## src/design/corr_cfg_pkg.sv

```systemverilog
// --------------------------------------------------
// corr_cfg_pkg: command opcodes, the command word and
// the configuration that steers the pulse correlator.
// --------------------------------------------------
package corr_cfg_pkg;

	localparam int MAX_INPUTS = 8;

	localparam logic [3:0] OP_SET_INV    = 4'd1;
	localparam logic [3:0] OP_CLR_INV    = 4'd2;
	localparam logic [3:0] OP_SET_WINDOW = 4'd3; // next byte is the window length.
	localparam logic [3:0] OP_START      = 4'd4;

	typedef struct packed {
		logic [3:0] opcode;
		logic [3:0] arg;
	} cmd_ctrl_t;

	typedef union packed {
		cmd_ctrl_t  ctrl;
		logic [7:0] data;
	} cmd_word_u;

	typedef struct packed {
		logic [7:0] invert_mask;
		logic [7:0] window_len; // samples per window, never zero.
	} corr_cfg_t;

endpackage

```

## src/design/corr_frame_pkg.sv

```systemverilog
// --------------------------------------------------
// corr_frame_pkg: frame header and the nibble word
// that carries correlator results out.
// --------------------------------------------------
package corr_frame_pkg;

	localparam logic [7:0] FRAME_HEADER = 8'hA5;

	typedef struct packed {
		logic [3:0] nibble;
		logic       valid;
		logic       last;  // high on the final nibble of a frame.
	} frame_nibble_t;

endpackage

```

## src/design/corr_cmd_regs.sv

```systemverilog
// --------------------------------------------------
// corr_cmd_regs: decodes command bytes into the invert
// mask, the window length and the start pulse.
// --------------------------------------------------
module corr_cmd_regs
	import corr_cfg_pkg::*;
#(
	parameter int NUM_INPUTS = 4
) (
	input  logic      intclk,
	input  logic      rst_n,
	input  cmd_word_u cmd_byte,
	input  logic      cmd_strobe,
	input  logic      busy,
	output corr_cfg_t cfg,
	output logic      start
);

	logic len_pending; // the next strobed byte is a window length.
	logic arg_ok;

	assign arg_ok = (cmd_byte.ctrl.arg < 4'(NUM_INPUTS)) &&
		(cmd_byte.ctrl.arg < 4'(MAX_INPUTS));

	always_ff @(posedge intclk or negedge rst_n) begin
		if (!rst_n) begin
			cfg.invert_mask <= '0;
			cfg.window_len <= 8'd1;
			len_pending <= 1'b0;
			start <= 1'b0;
		end else begin
			start <= 1'b0;
			if (cmd_strobe) begin
				if (len_pending) begin
					// a zero length would never end, so it counts as one.
					cfg.window_len <= (cmd_byte.data == 8'd0) ? 8'd1 : cmd_byte.data;
					len_pending <= 1'b0;
				end else begin
					case (cmd_byte.ctrl.opcode)
						OP_SET_INV: begin
							if (arg_ok) begin
								cfg.invert_mask[cmd_byte.ctrl.arg[2:0]] <= 1'b1;
							end
						end
						OP_CLR_INV: begin
							if (arg_ok) begin
								cfg.invert_mask[cmd_byte.ctrl.arg[2:0]] <= 1'b0;
							end
						end
						OP_SET_WINDOW: len_pending <= 1'b1;
						OP_START: start <= !busy && !start; // busy rises a cycle late.
						default: ;
					endcase
				end
			end
		end
	end

endmodule

```

## src/design/correlator_top.sv

```systemverilog
// --------------------------------------------------
// correlator_top: pulse correlator with command
// registers, delay line, counters and frame output.
// --------------------------------------------------
module correlator_top
	import corr_cfg_pkg::*;
	import corr_frame_pkg::*;
#(
	parameter int NUM_INPUTS = 4,
	parameter int LAG_COUNT  = 3,
	parameter int RESOLUTION = 16
) (
	input  logic                  intclk,
	input  logic                  rst_n,
	input  logic [NUM_INPUTS-1:0] line_in,
	input  cmd_word_u             cmd_byte,
	input  logic                  cmd_strobe,
	output frame_nibble_t         frame_out,
	output logic                  busy
);

	corr_cfg_t                                      cfg;
	logic                                           start;
	logic [(LAG_COUNT+1)*NUM_INPUTS-1:0]            taps;
	logic [NUM_INPUTS*(LAG_COUNT+1)*RESOLUTION-1:0] snapshot;
	logic                                           snap_valid;
	logic                                           done;

	corr_cmd_regs #(.NUM_INPUTS(NUM_INPUTS)) u_cmd_regs (
		.intclk(intclk), .rst_n(rst_n),
		.cmd_byte(cmd_byte), .cmd_strobe(cmd_strobe),
		.busy(busy), .cfg(cfg), .start(start)
	);

	sample_delay_line #(.NUM_INPUTS(NUM_INPUTS), .LAG_COUNT(LAG_COUNT)) u_delay (
		.intclk(intclk), .rst_n(rst_n),
		.line_in(line_in), .cfg(cfg), .taps(taps)
	);

	lag_counter_bank #(
		.NUM_INPUTS(NUM_INPUTS), .LAG_COUNT(LAG_COUNT), .RESOLUTION(RESOLUTION)
	) u_counters (
		.intclk(intclk), .rst_n(rst_n),
		.cfg(cfg), .start(start), .taps(taps), .done(done),
		.busy(busy), .snapshot(snapshot), .snap_valid(snap_valid)
	);

	frame_serializer #(
		.NUM_INPUTS(NUM_INPUTS), .LAG_COUNT(LAG_COUNT), .RESOLUTION(RESOLUTION)
	) u_serializer (
		.intclk(intclk), .rst_n(rst_n),
		.snapshot(snapshot), .snap_valid(snap_valid),
		.frame_out(frame_out), .done(done)
	);

endmodule

```

## src/design/frame_serializer.sv

```systemverilog
// --------------------------------------------------
// frame_serializer: sends the header and the snapshot
// out one nibble per cycle, MSB first.
// --------------------------------------------------
module frame_serializer
	import corr_frame_pkg::*;
#(
	parameter int NUM_INPUTS = 4,
	parameter int LAG_COUNT  = 3,
	parameter int RESOLUTION = 16
) (
	input  logic                                             intclk,
	input  logic                                             rst_n,
	input  logic [NUM_INPUTS*(LAG_COUNT+1)*RESOLUTION-1:0]   snapshot,
	input  logic                                             snap_valid,
	output frame_nibble_t                                    frame_out,
	output logic                                             done
);

	localparam int SNAP_W        = NUM_INPUTS * (LAG_COUNT + 1) * RESOLUTION;
	localparam int FRAME_NIBBLES = 2 + SNAP_W / 4;
	localparam int IDX_W         = $clog2(FRAME_NIBBLES);

	logic                       active;
	logic [IDX_W-1:0]           idx;    // nibble now on the output.
	logic [FRAME_NIBBLES*4-1:0] shreg;
	logic                       at_end;

	assign at_end = active && (idx == IDX_W'(FRAME_NIBBLES - 1));

	always_comb begin
		frame_out.nibble = shreg[FRAME_NIBBLES*4-1 -: 4];
		frame_out.valid = active;
		frame_out.last = at_end;
	end

	assign done = at_end;

	always_ff @(posedge intclk or negedge rst_n) begin
		if (!rst_n) begin
			active <= 1'b0;
			idx <= '0;
		end else begin
			if (snap_valid) begin
				active <= 1'b1;
				idx <= '0;
			end else if (active) begin
				idx <= idx + 1'b1;
				if (at_end) begin
					active <= 1'b0;
				end
			end
		end
	end

	// the header rides at the top so it leaves first.
	always_ff @(posedge intclk) begin
		if (snap_valid) begin
			shreg <= {FRAME_HEADER, snapshot};
		end else if (active) begin
			shreg <= {shreg[FRAME_NIBBLES*4-5:0], 4'h0};
		end
	end

endmodule

```

## src/design/lag_counter_bank.sv

```systemverilog
// --------------------------------------------------
// lag_counter_bank: runs the integration window and
// counts pulses and lag coincidences per line.
// --------------------------------------------------
module lag_counter_bank
	import corr_cfg_pkg::*;
#(
	parameter int NUM_INPUTS = 4,
	parameter int LAG_COUNT  = 3,
	parameter int RESOLUTION = 16
) (
	input  logic                                             intclk,
	input  logic                                             rst_n,
	input  corr_cfg_t                                        cfg,
	input  logic                                             start,
	input  logic [(LAG_COUNT+1)*NUM_INPUTS-1:0]              taps,
	input  logic                                             done,
	output logic                                             busy,
	output logic [NUM_INPUTS*(LAG_COUNT+1)*RESOLUTION-1:0]   snapshot,
	output logic                                             snap_valid
);

	localparam int TAPS  = LAG_COUNT + 1;
	localparam int SLOTS = NUM_INPUTS * TAPS;

	logic                        counting;
	logic [7:0]                  remaining; // samples left in the window.
	logic                        last_sample;
	logic [SLOTS*RESOLUTION-1:0] cnt;
	logic [SLOTS*RESOLUTION-1:0] cnt_next;

	assign last_sample = counting && (remaining == 8'd1);

	// slot 0 (line 0 pulses) sits at the top, the first count to leave.
	// lag 0 of a line is tap 0 against itself, which is the pulse count.
	always_comb begin
		cnt_next = cnt;
		for (int i = 0; i < NUM_INPUTS; i++) begin
			for (int k = 0; k < TAPS; k++) begin
				if (taps[i] && taps[k*NUM_INPUTS+i]) begin
					cnt_next[(SLOTS-1-(i*TAPS+k))*RESOLUTION +: RESOLUTION] =
						cnt[(SLOTS-1-(i*TAPS+k))*RESOLUTION +: RESOLUTION] + 1'b1;
				end
			end
		end
	end

	always_ff @(posedge intclk or negedge rst_n) begin
		if (!rst_n) begin
			busy <= 1'b0;
			counting <= 1'b0;
			remaining <= 8'd0;
			snap_valid <= 1'b0;
		end else begin
			snap_valid <= last_sample;
			if (start && !busy) begin
				busy <= 1'b1;
				counting <= 1'b1;
				remaining <= cfg.window_len;
			end else if (counting) begin
				remaining <= remaining - 8'd1;
				if (last_sample) begin
					counting <= 1'b0;
				end
			end else if (done) begin
				busy <= 1'b0;
			end
		end
	end

	always_ff @(posedge intclk) begin
		if (start && !busy) begin
			cnt <= '0;
		end else if (counting) begin
			cnt <= cnt_next;
		end
		if (last_sample) begin
			snapshot <= cnt_next;
		end
	end

endmodule

```

## src/design/sample_delay_line.sv

```systemverilog
// --------------------------------------------------
// sample_delay_line: inverts the input lines and keeps
// the last LAG_COUNT samples of each line.
// --------------------------------------------------
module sample_delay_line
	import corr_cfg_pkg::*;
#(
	parameter int NUM_INPUTS = 4,
	parameter int LAG_COUNT  = 3
) (
	input  logic                                  intclk,
	input  logic                                  rst_n,
	input  logic [NUM_INPUTS-1:0]                 line_in,
	input  corr_cfg_t                             cfg,
	output logic [(LAG_COUNT+1)*NUM_INPUTS-1:0]   taps
);

	logic [NUM_INPUTS-1:0]           cur;
	logic [LAG_COUNT*NUM_INPUTS-1:0] hist; // tap k sits at slice k-1.

	assign cur = line_in ^ cfg.invert_mask[NUM_INPUTS-1:0];
	assign taps = {hist, cur};

	// every tap moves one slot deeper per cycle.
	always_ff @(posedge intclk or negedge rst_n) begin
		if (!rst_n) begin
			hist <= '0;
		end else begin
			hist <= taps[LAG_COUNT*NUM_INPUTS-1:0];
		end
	end

endmodule

```

## config.mk

```make
export PLATFORM = sky130hd
export DESIGN_NAME = correlator_top
export DESIGN_NICKNAME = d
export VERILOG_FILES = /design/src/design/corr_cfg_pkg.sv /design/src/design/corr_frame_pkg.sv /design/src/design/corr_cmd_regs.sv /design/src/design/correlator_top.sv /design/src/design/frame_serializer.sv /design/src/design/lag_counter_bank.sv /design/src/design/sample_delay_line.sv
export SDC_FILE = /design/constraint.sdc
export NUM_CORES = 1
export LEC_CHECK = 0
export CAP_MARGIN = 0
export CORE_MARGIN = 1.5
export CORE_UTILIZATION = 45
export CTS_BUF_LIST = sky130_fd_sc_hd__clkbuf_4 sky130_fd_sc_hd__clkbuf_8
export CTS_CLUSTER_DIAMETER = 30
export DETAILED_ROUTE_END_ITERATION = 10
export DONT_BUFFER_PORTS = 1
export PLACE_DENSITY = 0.62
export SLEW_MARGIN = 20
export SYNTH_ARGS = -nofsm -noshare
export SYNTH_HDL_FRONTEND = slang
export SYNTH_HIERARCHICAL = 1
export SYNTH_SLANG_ARGS = --single-unit
```

## constraint.sdc

```tcl
create_clock -name intclk -period 64.6 [get_ports intclk]
set_input_delay 9.69 -clock intclk [delete_from_list [all_inputs] [get_ports intclk]]
set_output_delay 9.69 -clock intclk [all_outputs]
set_load 0.01 [all_outputs]
```

---- After elaboration in Yosys (flattened, before gate mapping) ----
Cells that the tools add are included.
word-level totals
  register bits ........................... 825
  output and inout port bits .............. 7
operators by class
  add/sub/neg operators ................... 18
  order comparisons ....................... 4
  equal/unequal tests ..................... 9
  muxes and demuxes ....................... 42
  bitwise operators ....................... 5
  reductions and logical operators ........ 28
operators by type and width
  kind                     number
  $mux W256                2
  $add A16 B1 Y16 const B  16
  $mux W16                 16
  $mux W8                  5
  $logic_and A1 B1 Y1      18
  $pmux W8 S2              1
  $mux W1                  15
  $mux W7                  2
  $and A8 B8 Y8            1
  $eq A4 B2 Y1 const B     2
  $eq A8 B1 Y1 const B     1
  $logic_not A8 Y1         1
  $not A8 Y8               1
  $or A8 B8 Y8             1
  $reduce_bool A2 Y1       4
  $sub A8 B1 Y8 const B    1
  $add A7 B1 Y7 const B    1
  $eq A7 B7 Y1 const B     1
  $reduce_and A5 Y1        1
  $eq A4 B1 Y1 const B     1
  $eq A4 B3 Y1 const B     1
  $lt A3 B4 Y1 const B     1
  $lt A4 B3 Y1 const B     1
  $lt A4 B4 Y1 const B     1
  8 further kinds          11

---- Longest topological paths before layout ----
Gate-level depths: netlist of run 1.
  word-level depth ........................ 8
  gate-level depth with buffers ........... 8
  depth with buffers taken out ............ 6

---- Cells and area by module ----
Netlist of run 1, hierarchy kept.
modules (own cells, without submodules)
  module             times used  cells an instance  area an instance (µm²)  seq. area each (µm²)
  lag_counter_bank   1           2319               23781.6                 13087.6
  frame_serializer   1           612                11481.0                 8047.7
  corr_cmd_regs      1           57                 750.7                   451.7
  sample_delay_line  1           16                 335.3                   300.3

---- Worst setup path after synthesis of run 1 ----
Ideal clock, no wire load.
  path kind ............................... register -> register
  start ................................... register u_counters.counting
  end ..................................... register u_counters.snap_valid
  setup time .............................. 1886 ps
  data arrival time ....................... 18387 ps
  data required time ...................... 62713 ps
  setup slack ............................. 44326 ps
  stages on the path, launching flop included .. 7
  cells stage by stage .................... dfrtp_1 buf_2 inv_1 clkbuf_1 clkbuf_1 clkbuf_1 nor3_1
on the way
  cells in the longest elaborated chain, start to end .. 1
RTL lines
  element                     RTL line                text
  start: declaration          lag_counter_bank.sv:26  logic counting;
  start signal: assignment    lag_counter_bank.sv:51  counting <= 1'b0;
  start signal: assignment    lag_counter_bank.sv:58  counting <= 1'b1;
  start signal: assignment    lag_counter_bank.sv:63  counting <= 1'b0;
  $logic_and A1 B1 Y1         lag_counter_bank.sv:32  assign last_sample = counting && (remaining == 8'd1);
  via u_counters.last_sample  lag_counter_bank.sv:28  logic last_sample;
  end signal: assignment      lag_counter_bank.sv:55  snap_valid <= last_sample;
  end: declaration            lag_counter_bank.sv:20  output logic snap_valid
The timed path passes the listed nets, and every way through them passes these cells.
A chain may end at the register's enable or synchronous reset.

==> impl_metrics.xml, run 1 <==
<?xml version="1.0" encoding="UTF-8"?>
<metrics>
  <group name="outcome">
    <metric name="outcome" unit="">finished, final reports clean</metric>
  </group>
  <group name="grt">
    <metric name="grt.busiest_layer" unit="">met2</metric>
    <metric name="antenna_found_initial" unit="">5</metric>
    <metric name="grt_usage" unit="">0.172</metric>
    <metric name="grt_first_pass_wirelength" unit="microns">115000</metric>
    <metric name="globalRouteMet3Util" unit="">0.0409</metric>
    <metric name="grt_pass1_vias" unit="">22800</metric>
    <metric name="maximum_number_of_pins_on_one_net_before_global_route_repair" unit="">163</metric>
    <metric name="grt.met1_usage" unit="">0.226</metric>
    <metric name="met2_usage" unit="">0.276</metric>
    <metric name="grt_overflow_total" unit="">0</metric>
  </group>
  <group name="timing">
    <metric name="finalHoldViolations" unit="">0</metric>
    <metric name="skew" unit="ps">39.7</metric>
    <metric name="fin_crit_sh" unit="">0.188</metric>
    <metric name="fin_tns_setup" unit="ps">0</metric>
    <metric name="rsz0062_at_grt" unit="">false</metric>
    <metric name="setup_viol" unit="">0</metric>
    <metric name="max_slew_headroom_at_the_worst_pin" unit="">0.286</metric>
    <metric name="achievable-frequency" unit="MHz">82.5</metric>
    <metric name="maxSlewViolCount" unit="">0</metric>
    <metric name="fin_crit" unit="ps">12120</metric>
    <metric name="worst_slew_pin_slew" unit="ps">1070</metric>
  </group>
  <group name="synthesis">
    <metric name="synth_instances" unit="">2996</metric>
    <metric name="syn_std_cell_area" unit="sq um">36200</metric>
    <metric name="synth_area_per_cell" unit="sq um">12.1</metric>
    <metric name="syn-num-nets" unit="">3031</metric>
    <metric name="warning_count_from_the_yosys_run" unit="">6</metric>
  </group>
  <group name="flow_run">
    <metric name="max_cap_violations" unit="">0</metric>
  </group>
  <group name="die">
    <metric name="initial_core_util" unit="">0.456</metric>
    <metric name="die_h" unit="microns">287</metric>
    <metric name="placement_rows" unit="">103</metric>
    <metric name="die_w" unit="microns">287</metric>
    <metric name="num_io_pins" unit="">22</metric>
    <metric name="floorplan.die_area" unit="sq um">82200</metric>
    <metric name="floorplan.core_area" unit="sq um">79400</metric>
  </group>
  <group name="clocking">
    <metric name="clk_pin_slew_worst_paths" unit="ps">50</metric>
    <metric name="cts.hold.buffers_added" unit="">0</metric>
    <metric name="cts_buffers" unit="">174</metric>
    <metric name="clock_latency_reported_for_the_late_side_of_the_worst_skew_pair" unit="ps">800</metric>
    <metric name="htree_levels" unit="">4</metric>
    <metric name="tritoncts" unit="">yes</metric>
    <metric name="post_cts_resize_count" unit="">0</metric>
    <metric name="postCtsSetupRepairBufs" unit="">0</metric>
    <metric name="deepest_clock_path_buffer_count" unit="">3</metric>
    <metric name="cts_sinks" unit="">821</metric>
    <metric name="clock-root-buffer" unit="">sky130_fd_sc_hd__clkbuf_8</metric>
  </group>
  <group name="cells_and_area">
    <metric name="final_net_count" unit="">3046</metric>
    <metric name="synthToLayoutAreaGrowth" unit="%">13.0</metric>
    <metric name="fillCellCount" unit="">6886</metric>
    <metric name="area.sequential" unit="sq um">21800</metric>
    <metric name="footprint_of_the_multi_input_gates" unit="sq um">13600</metric>
    <metric name="drive_above_1_share" unit="">0.199</metric>
  </group>
  <group name="route">
    <metric name="1st_iter_drt_viols" unit="">1576</metric>
    <metric name="final_wirelength" unit="microns">70100</metric>
    <metric name="route.detailed.wl_per_inst" unit="microns">16.6</metric>
    <metric name="dr_total_vias" unit="">22600</metric>
    <metric name="antenna_violating_nets_post_route" unit="">0</metric>
    <metric name="avgViaCountPerCell" unit="">5.36</metric>
    <metric name="residual_drc" unit="">0</metric>
    <metric name="detail_route.first_pass.iterations" unit="">6</metric>
  </group>
  <group name="worst_hold_path">
    <metric name="hold_path.class" unit="">register to register</metric>
  </group>
  <group name="place">
    <metric name="dp.final_hpwl" unit="microns">41500</metric>
    <metric name="gpl.final_weighted_congestion" unit="">0.834</metric>
    <metric name="port_buffers" unit="">0</metric>
  </group>
  <group name="pwr">
    <metric name="design_power_total" unit="uW">1610</metric>
    <metric name="max-vdd-ir-drop" unit="mV">0.0386</metric>
    <metric name="power_density" unit="nW/um^2">39.3</metric>
    <metric name="static-leakage-power" unit="uW">0.0145</metric>
  </group>
  <group name="critical_path">
    <metric name="timing.critical_path.required" unit="ps">54910</metric>
    <metric name="critPathKind" unit="">register to output pin</metric>
    <metric name="worstSetupStartpointType" unit="">register</metric>
    <metric name="crit_fanout" unit="">22</metric>
    <metric name="critical_path.endpoint_type" unit="">output pin</metric>
    <metric name="timing.critical_path.arrival" unit="ps">2430</metric>
  </group>
</metrics>
==> registers in the layout, indices dropped and copies added (netlist names), named ones only <==
name / count
u_serializer/shreg: 264
u_counters/cnt: 256
u_counters/snapshot: 256
u_delay/hist: 12
u_cmd_regs/cfg: 8
u_counters/remaining: 8
u_serializer/idx: 7
u_cmd_regs/len_pending: 1
u_cmd_regs/start: 1
u_counters/busy: 1
u_counters/counting: 1
u_counters/snap_valid: 1
u_serializer/active: 1
==> final cells by class <==
cell class | count | share of cell area
Inverter | 20 | 0.00183
Tap cell | 1050 | 0.0321
Antenna cell | 2 | 0.000122
Timing Repair Buffer | 21 | 0.00416
Clock inverter | 109 | 0.0285
Clock buffer | 220 | 0.0691
Sequential cell | 821 | 0.532
Multi-Input combinational cell | 1973 | 0.332
==> power breakdown <==
part,switching (uW),internal (uW),total (uW),leakage [uW]
logic,129,99.9,229,0.00489
registers,74.2,690,765,0.00755
clock network,240,377,617,0.00205
total,443,1170,1610,0.0145
==> routing by layer <==
metal,routed length (microns),part of all wire
met1,32200,0.46
met2,33000,0.47
met3,3490,0.050
met4,1410,0.020
met5,13,0.00019
==> per-stage QoR <==
stage	utilization	instances	hold WS (ps)	instance area, sq um	setup WS [ps]
global route	0.516	4215	496	40900	52360
floorplan	-	2996	420	36200	44330
global placement	0.465	3885	449	36900	52820
detailed placement	0.465	3885	451	36900	52840
finish	0.516	4216	464	40900	52480
CTS	0.516	4214	468	40900	52420
==> layout by cell type, fill, tap and decap left out, drive strengths merged, types with 4 or more instances in the layout <==
| cell type | n |
|---|---|
| edfxtp | 512 |
| mux2 | 279 |
| dfxtp | 264 |
| nor2 | 254 |
| nand2 | 224 |
| clkbuf | 220 |
| xnor2 | 209 |
| xor2 | 184 |
| nand3 | 143 |
| nand4 | 114 |
| a21oi | 88 |
| o21ai | 65 |
| or3 | 59 |
| nor3 | 59 |
| clkinv | 58 |
| nor4 | 50 |
| dfrtp | 44 |
| and3 | 39 |
| inv | 34 |
| and4 | 33 |
| or4 | 29 |
| bufinv | 21 |
| buf | 21 |
| ha | 20 |
| and2 | 19 |
| clkinvlp | 16 |
| o31ai | 15 |
| mux2i | 15 |
| nand2b | 14 |
| a31o | 9 |
| a31oi | 7 |
| nor2b | 7 |
| o211ai | 6 |
| a41o | 5 |
| a211o | 4 |
| or2 | 4 |
==> final timing paths <==
path / startpoint / endpoint / slack [ps] / cells after the start
worst max register to register: u_counters/remaining[4] / u_counters/snapshot[28] / 60320 / 6
max in group asynchronous: rst_n / u_cmd_regs/cfg[0] / 55760 / 0
worst min-delay path: u_serializer/shreg[254] / u_serializer/shreg[258] / 460 / 1
min in group asynchronous: rst_n / u_serializer/idx[5] / 8590 / 0
worst min register to register: u_serializer/shreg[254] / u_serializer/shreg[258] / 460 / 1
worst max-delay path: u_serializer/active / frame_out[0] / 52480 / 2
==> critical path: stages, from the launching register on <==
cell and delay, ps:
sky130_fd_sc_hd__dfrtp_1 850, sky130_fd_sc_hd__inv_1 90, sky130_fd_sc_hd__nor2_1 690
Power figures use the tool's default switching activity.
==> inputs of run 2 (changes only) <==
--- a/config.mk
+++ b/config.mk
@@ -12,7 +12,7 @@
 export CTS_CLUSTER_DIAMETER = 30
 export DETAILED_ROUTE_END_ITERATION = 10
 export DONT_BUFFER_PORTS = 1
-export PLACE_DENSITY = 0.62
+export PLACE_DENSITY = 0.64
 export SLEW_MARGIN = 20
 export SYNTH_ARGS = -nofsm -noshare
 export SYNTH_HDL_FRONTEND = slang
==> constraint.sdc (replaced) <==
create_clock -name intclk -period 11.06 [get_ports intclk]
set_input_delay 1.659 -clock intclk [delete_from_list [all_inputs] [get_ports intclk]]
set_output_delay 1.659 -clock intclk [all_outputs]
set_load 0.01 [all_outputs]
==> run 2 against run 1 <==
  * Clock-buffer cell count fell by 12
  * Clock skew rose by 10 ps
  * Sequential share of layout area fell by 0.12 points
  * Worst setup slack got worse by 46000 ps
  * Critical path type unchanged
  * Final cell count barely moved
  * Utilization rose by 0.12 points
  * Combinational power rose to 5.8 times the previous value
==> impl_metrics.xml, run 2 (synthesized netlist as in run 1, its figures left out) <==
<?xml version="1.0" encoding="UTF-8"?>
<metrics>
  <group name="cells_and_area">
    <metric name="footprint_of_the_multi_input_gates" unit="sq um">13600</metric>
    <metric name="drive_above_1_share" unit="">0.199</metric>
    <metric name="largest_registers_ranked_by_flip_flop_count" unit="">u_serializer/shreg: 264 flops, u_counters/cnt: 256 flops, u_counters/snapshot: 256 flops</metric>
    <metric name="area.sequential" unit="sq um">21800</metric>
    <metric name="fillCellCount" unit="">6823</metric>
    <metric name="final_net_count" unit="">3046</metric>
    <metric name="registers.top_by_ff_count" unit="">u_serializer/shreg</metric>
    <metric name="largest_reg_flops" unit="">264</metric>
    <metric name="synthToLayoutAreaGrowth" unit="%">13.2</metric>
    <metric name="most_common_cell_after_layout_fill_and_taps_aside" unit="">sky130_fd_sc_hd__edfxtp_1</metric>
    <metric name="most_frequent_cells_in_the_layout" unit="">sky130_fd_sc_hd__edfxtp_1, sky130_fd_sc_hd__mux2_2, sky130_fd_sc_hd__dfxtp_1, sky130_fd_sc_hd__nor2_1, sky130_fd_sc_hd__nand2_1</metric>
  </group>
  <group name="timing">
    <metric name="achievable-frequency" unit="MHz">235</metric>
    <metric name="skew" unit="ps">50.0</metric>
    <metric name="fin_crit" unit="ps">4260</metric>
    <metric name="maxSlewViolCount" unit="">0</metric>
    <metric name="fin_crit_sh" unit="">0.385</metric>
    <metric name="worst_slew_pin_slew" unit="ps">1110</metric>
    <metric name="finalHoldViolations" unit="">0</metric>
    <metric name="setup_viol" unit="">0</metric>
    <metric name="fin_tns_setup" unit="ps">0</metric>
    <metric name="layout_setup_ws" unit="ps">6800</metric>
    <metric name="rsz0062_at_grt" unit="">false</metric>
    <metric name="max_slew_headroom_at_the_worst_pin" unit="">0.258</metric>
  </group>
  <group name="critical_path">
    <metric name="critPathKind" unit="">register to output pin</metric>
    <metric name="timing.critical_path.arrival" unit="ps">2600</metric>
    <metric name="critical_path.endpoint_type" unit="">output pin</metric>
    <metric name="worstSetupStartpointType" unit="">register</metric>
    <metric name="crit_fanout" unit="">4</metric>
    <metric name="timing.critical_path.required" unit="ps">9400</metric>
  </group>
  <group name="die">
    <metric name="die_w" unit="microns">287</metric>
    <metric name="floorplan.die_area" unit="sq um">82200</metric>
    <metric name="initial_core_util" unit="">0.456</metric>
    <metric name="placement_rows" unit="">103</metric>
    <metric name="die_h" unit="microns">287</metric>
    <metric name="num_io_pins" unit="">22</metric>
    <metric name="floorplan.core_area" unit="sq um">79400</metric>
  </group>
  <group name="clocking">
    <metric name="clock-root-buffer" unit="">sky130_fd_sc_hd__clkbuf_8</metric>
    <metric name="htree_levels" unit="">4</metric>
    <metric name="post_cts_resize_count" unit="">0</metric>
    <metric name="clock_latency_reported_for_the_late_side_of_the_worst_skew_pair" unit="ps">830</metric>
    <metric name="cts_buffers" unit="">175</metric>
    <metric name="clk_pin_slew_worst_paths" unit="ps">60</metric>
    <metric name="postCtsSetupRepairBufs" unit="">0</metric>
    <metric name="deepest_clock_path_buffer_count" unit="">3</metric>
    <metric name="cts_sinks" unit="">821</metric>
    <metric name="cts.hold.buffers_added" unit="">0</metric>
    <metric name="tritoncts" unit="">yes</metric>
  </group>
  <group name="route">
    <metric name="dr_total_vias" unit="">22500</metric>
    <metric name="detail_route.first_pass.iterations" unit="">5</metric>
    <metric name="final_wirelength" unit="microns">68100</metric>
    <metric name="antenna_violating_nets_post_route" unit="">0</metric>
    <metric name="avgViaCountPerCell" unit="">5.34</metric>
    <metric name="residual_drc" unit="">0</metric>
    <metric name="route.detailed.wl_per_inst" unit="microns">16.2</metric>
    <metric name="1st_iter_drt_viols" unit="">1310</metric>
  </group>
  <group name="pwr">
    <metric name="max-vdd-ir-drop" unit="mV">0.190</metric>
    <metric name="power_density" unit="nW/um^2">229</metric>
    <metric name="static-leakage-power" unit="uW">0.0145</metric>
  </group>
  <group name="outcome">
    <metric name="outcome" unit="">finished, final reports clean</metric>
  </group>
  <group name="grt">
    <metric name="maximum_number_of_pins_on_one_net_before_global_route_repair" unit="">164</metric>
    <metric name="grt_usage" unit="">0.166</metric>
    <metric name="grt_first_pass_wirelength" unit="microns">112000</metric>
    <metric name="grt_pass1_vias" unit="">22500</metric>
    <metric name="antenna_found_initial" unit="">3</metric>
    <metric name="grt_overflow_total" unit="">0</metric>
  </group>
  <group name="flow_run">
    <metric name="max_cap_violations" unit="">0</metric>
  </group>
  <group name="place">
    <metric name="gpl.final_weighted_congestion" unit="">0.825</metric>
    <metric name="dp.final_hpwl" unit="microns">40600</metric>
    <metric name="port_buffers" unit="">0</metric>
    <metric name="pre_cts_slack" unit="ps">7220</metric>
  </group>
  <group name="worst_hold_path">
    <metric name="hold_path.class" unit="">register to register</metric>
  </group>
</metrics>
==> run 2: cell types whose count changed in the layout (fill, tap and decap cells not counted), moves of 2 or more <==
cell,previous run,this run
sky130_fd_sc_hd__clkbuf_4,32,24
sky130_fd_sc_hd__inv_12,2,9
sky130_fd_sc_hd__clkinv_4,3,9
sky130_fd_sc_hd__clkinvlp_4,16,22
sky130_fd_sc_hd__clkbuf_8,188,184
sky130_fd_sc_hd__clkinv_8,0,4
sky130_fd_sc_hd__inv_8,5,1
sky130_fd_sc_hd__buf_4,20,17
sky130_fd_sc_hd__inv_6,5,2
sky130_fd_sc_hd__buf_12,1,3
sky130_fd_sc_hd__inv_4,2,0
==> run 2: worst max-delay path: stages, from the launching register on <==
cell and delay [ps]:
sky130_fd_sc_hd__dfrtp_1 420, sky130_fd_sc_hd__nor4_1 380, sky130_fd_sc_hd__nand3_1 150, sky130_fd_sc_hd__nor2_1 850
==> run 2: area by class of cell <==
cell class                 count  share of cell area
antenna                        2            0.000122
clock buffer                 208              0.0661
clock inverter               121              0.0329
inverter                      20             0.00183
multi-input combinational   1973               0.331
sequential                   821               0.531
tap                         1050              0.0320
timing repair buffer          20             0.00457
==> run 2: power by group <==
group          switching, uW  total (uW)  internal (uW)
clock network           1450        3630           2180
logic                    737        1320            584
registers                429        4460           4030
total                   2610        9410           6790
==> run 2: per-layer routing <==
metal	routed length (microns)	vias up	GRT usage
li1	-	10900	-
met1	31100	10900	0.216
met2	31700	484	0.266
met3	3440	141	0.0389
met4	1800	2	0.0743
met5	13	-	0
==> run 2: path summary, 6_finish.rpt <==
check / from / to / slack [ps] / depth (start not counted)
worst max-delay path: u_serializer/idx[2] / frame_out[0] / 6800 / 3
worst min-delay path: u_serializer/shreg[254] / u_serializer/shreg[258] / 450 / 1
worst max register to register: u_counters/counting / u_counters/snapshot[136] / 7230 / 5
worst min register to register: u_serializer/shreg[254] / u_serializer/shreg[258] / 450 / 1
max in group asynchronous: rst_n / u_cmd_regs/cfg[0] / 10250 / 0
min in group asynchronous: rst_n / u_delay/hist[7] / 540 / 0
==> run 2: stage by stage <==
step                      instance area (sq um)  hold WS [ps]  utilization  instances  total power [uW]
final                                     41000           450        0.517       4215              9410
after global placement                    37000           441        0.466       3884              5780
after global routing                      41000           457        0.517       4215              9910
after floorplan                           36200           420            -       2996              5490
after CTS                                 41000           418        0.517       4213              9540
after detailed placement                  37000           447        0.466       3884              5850
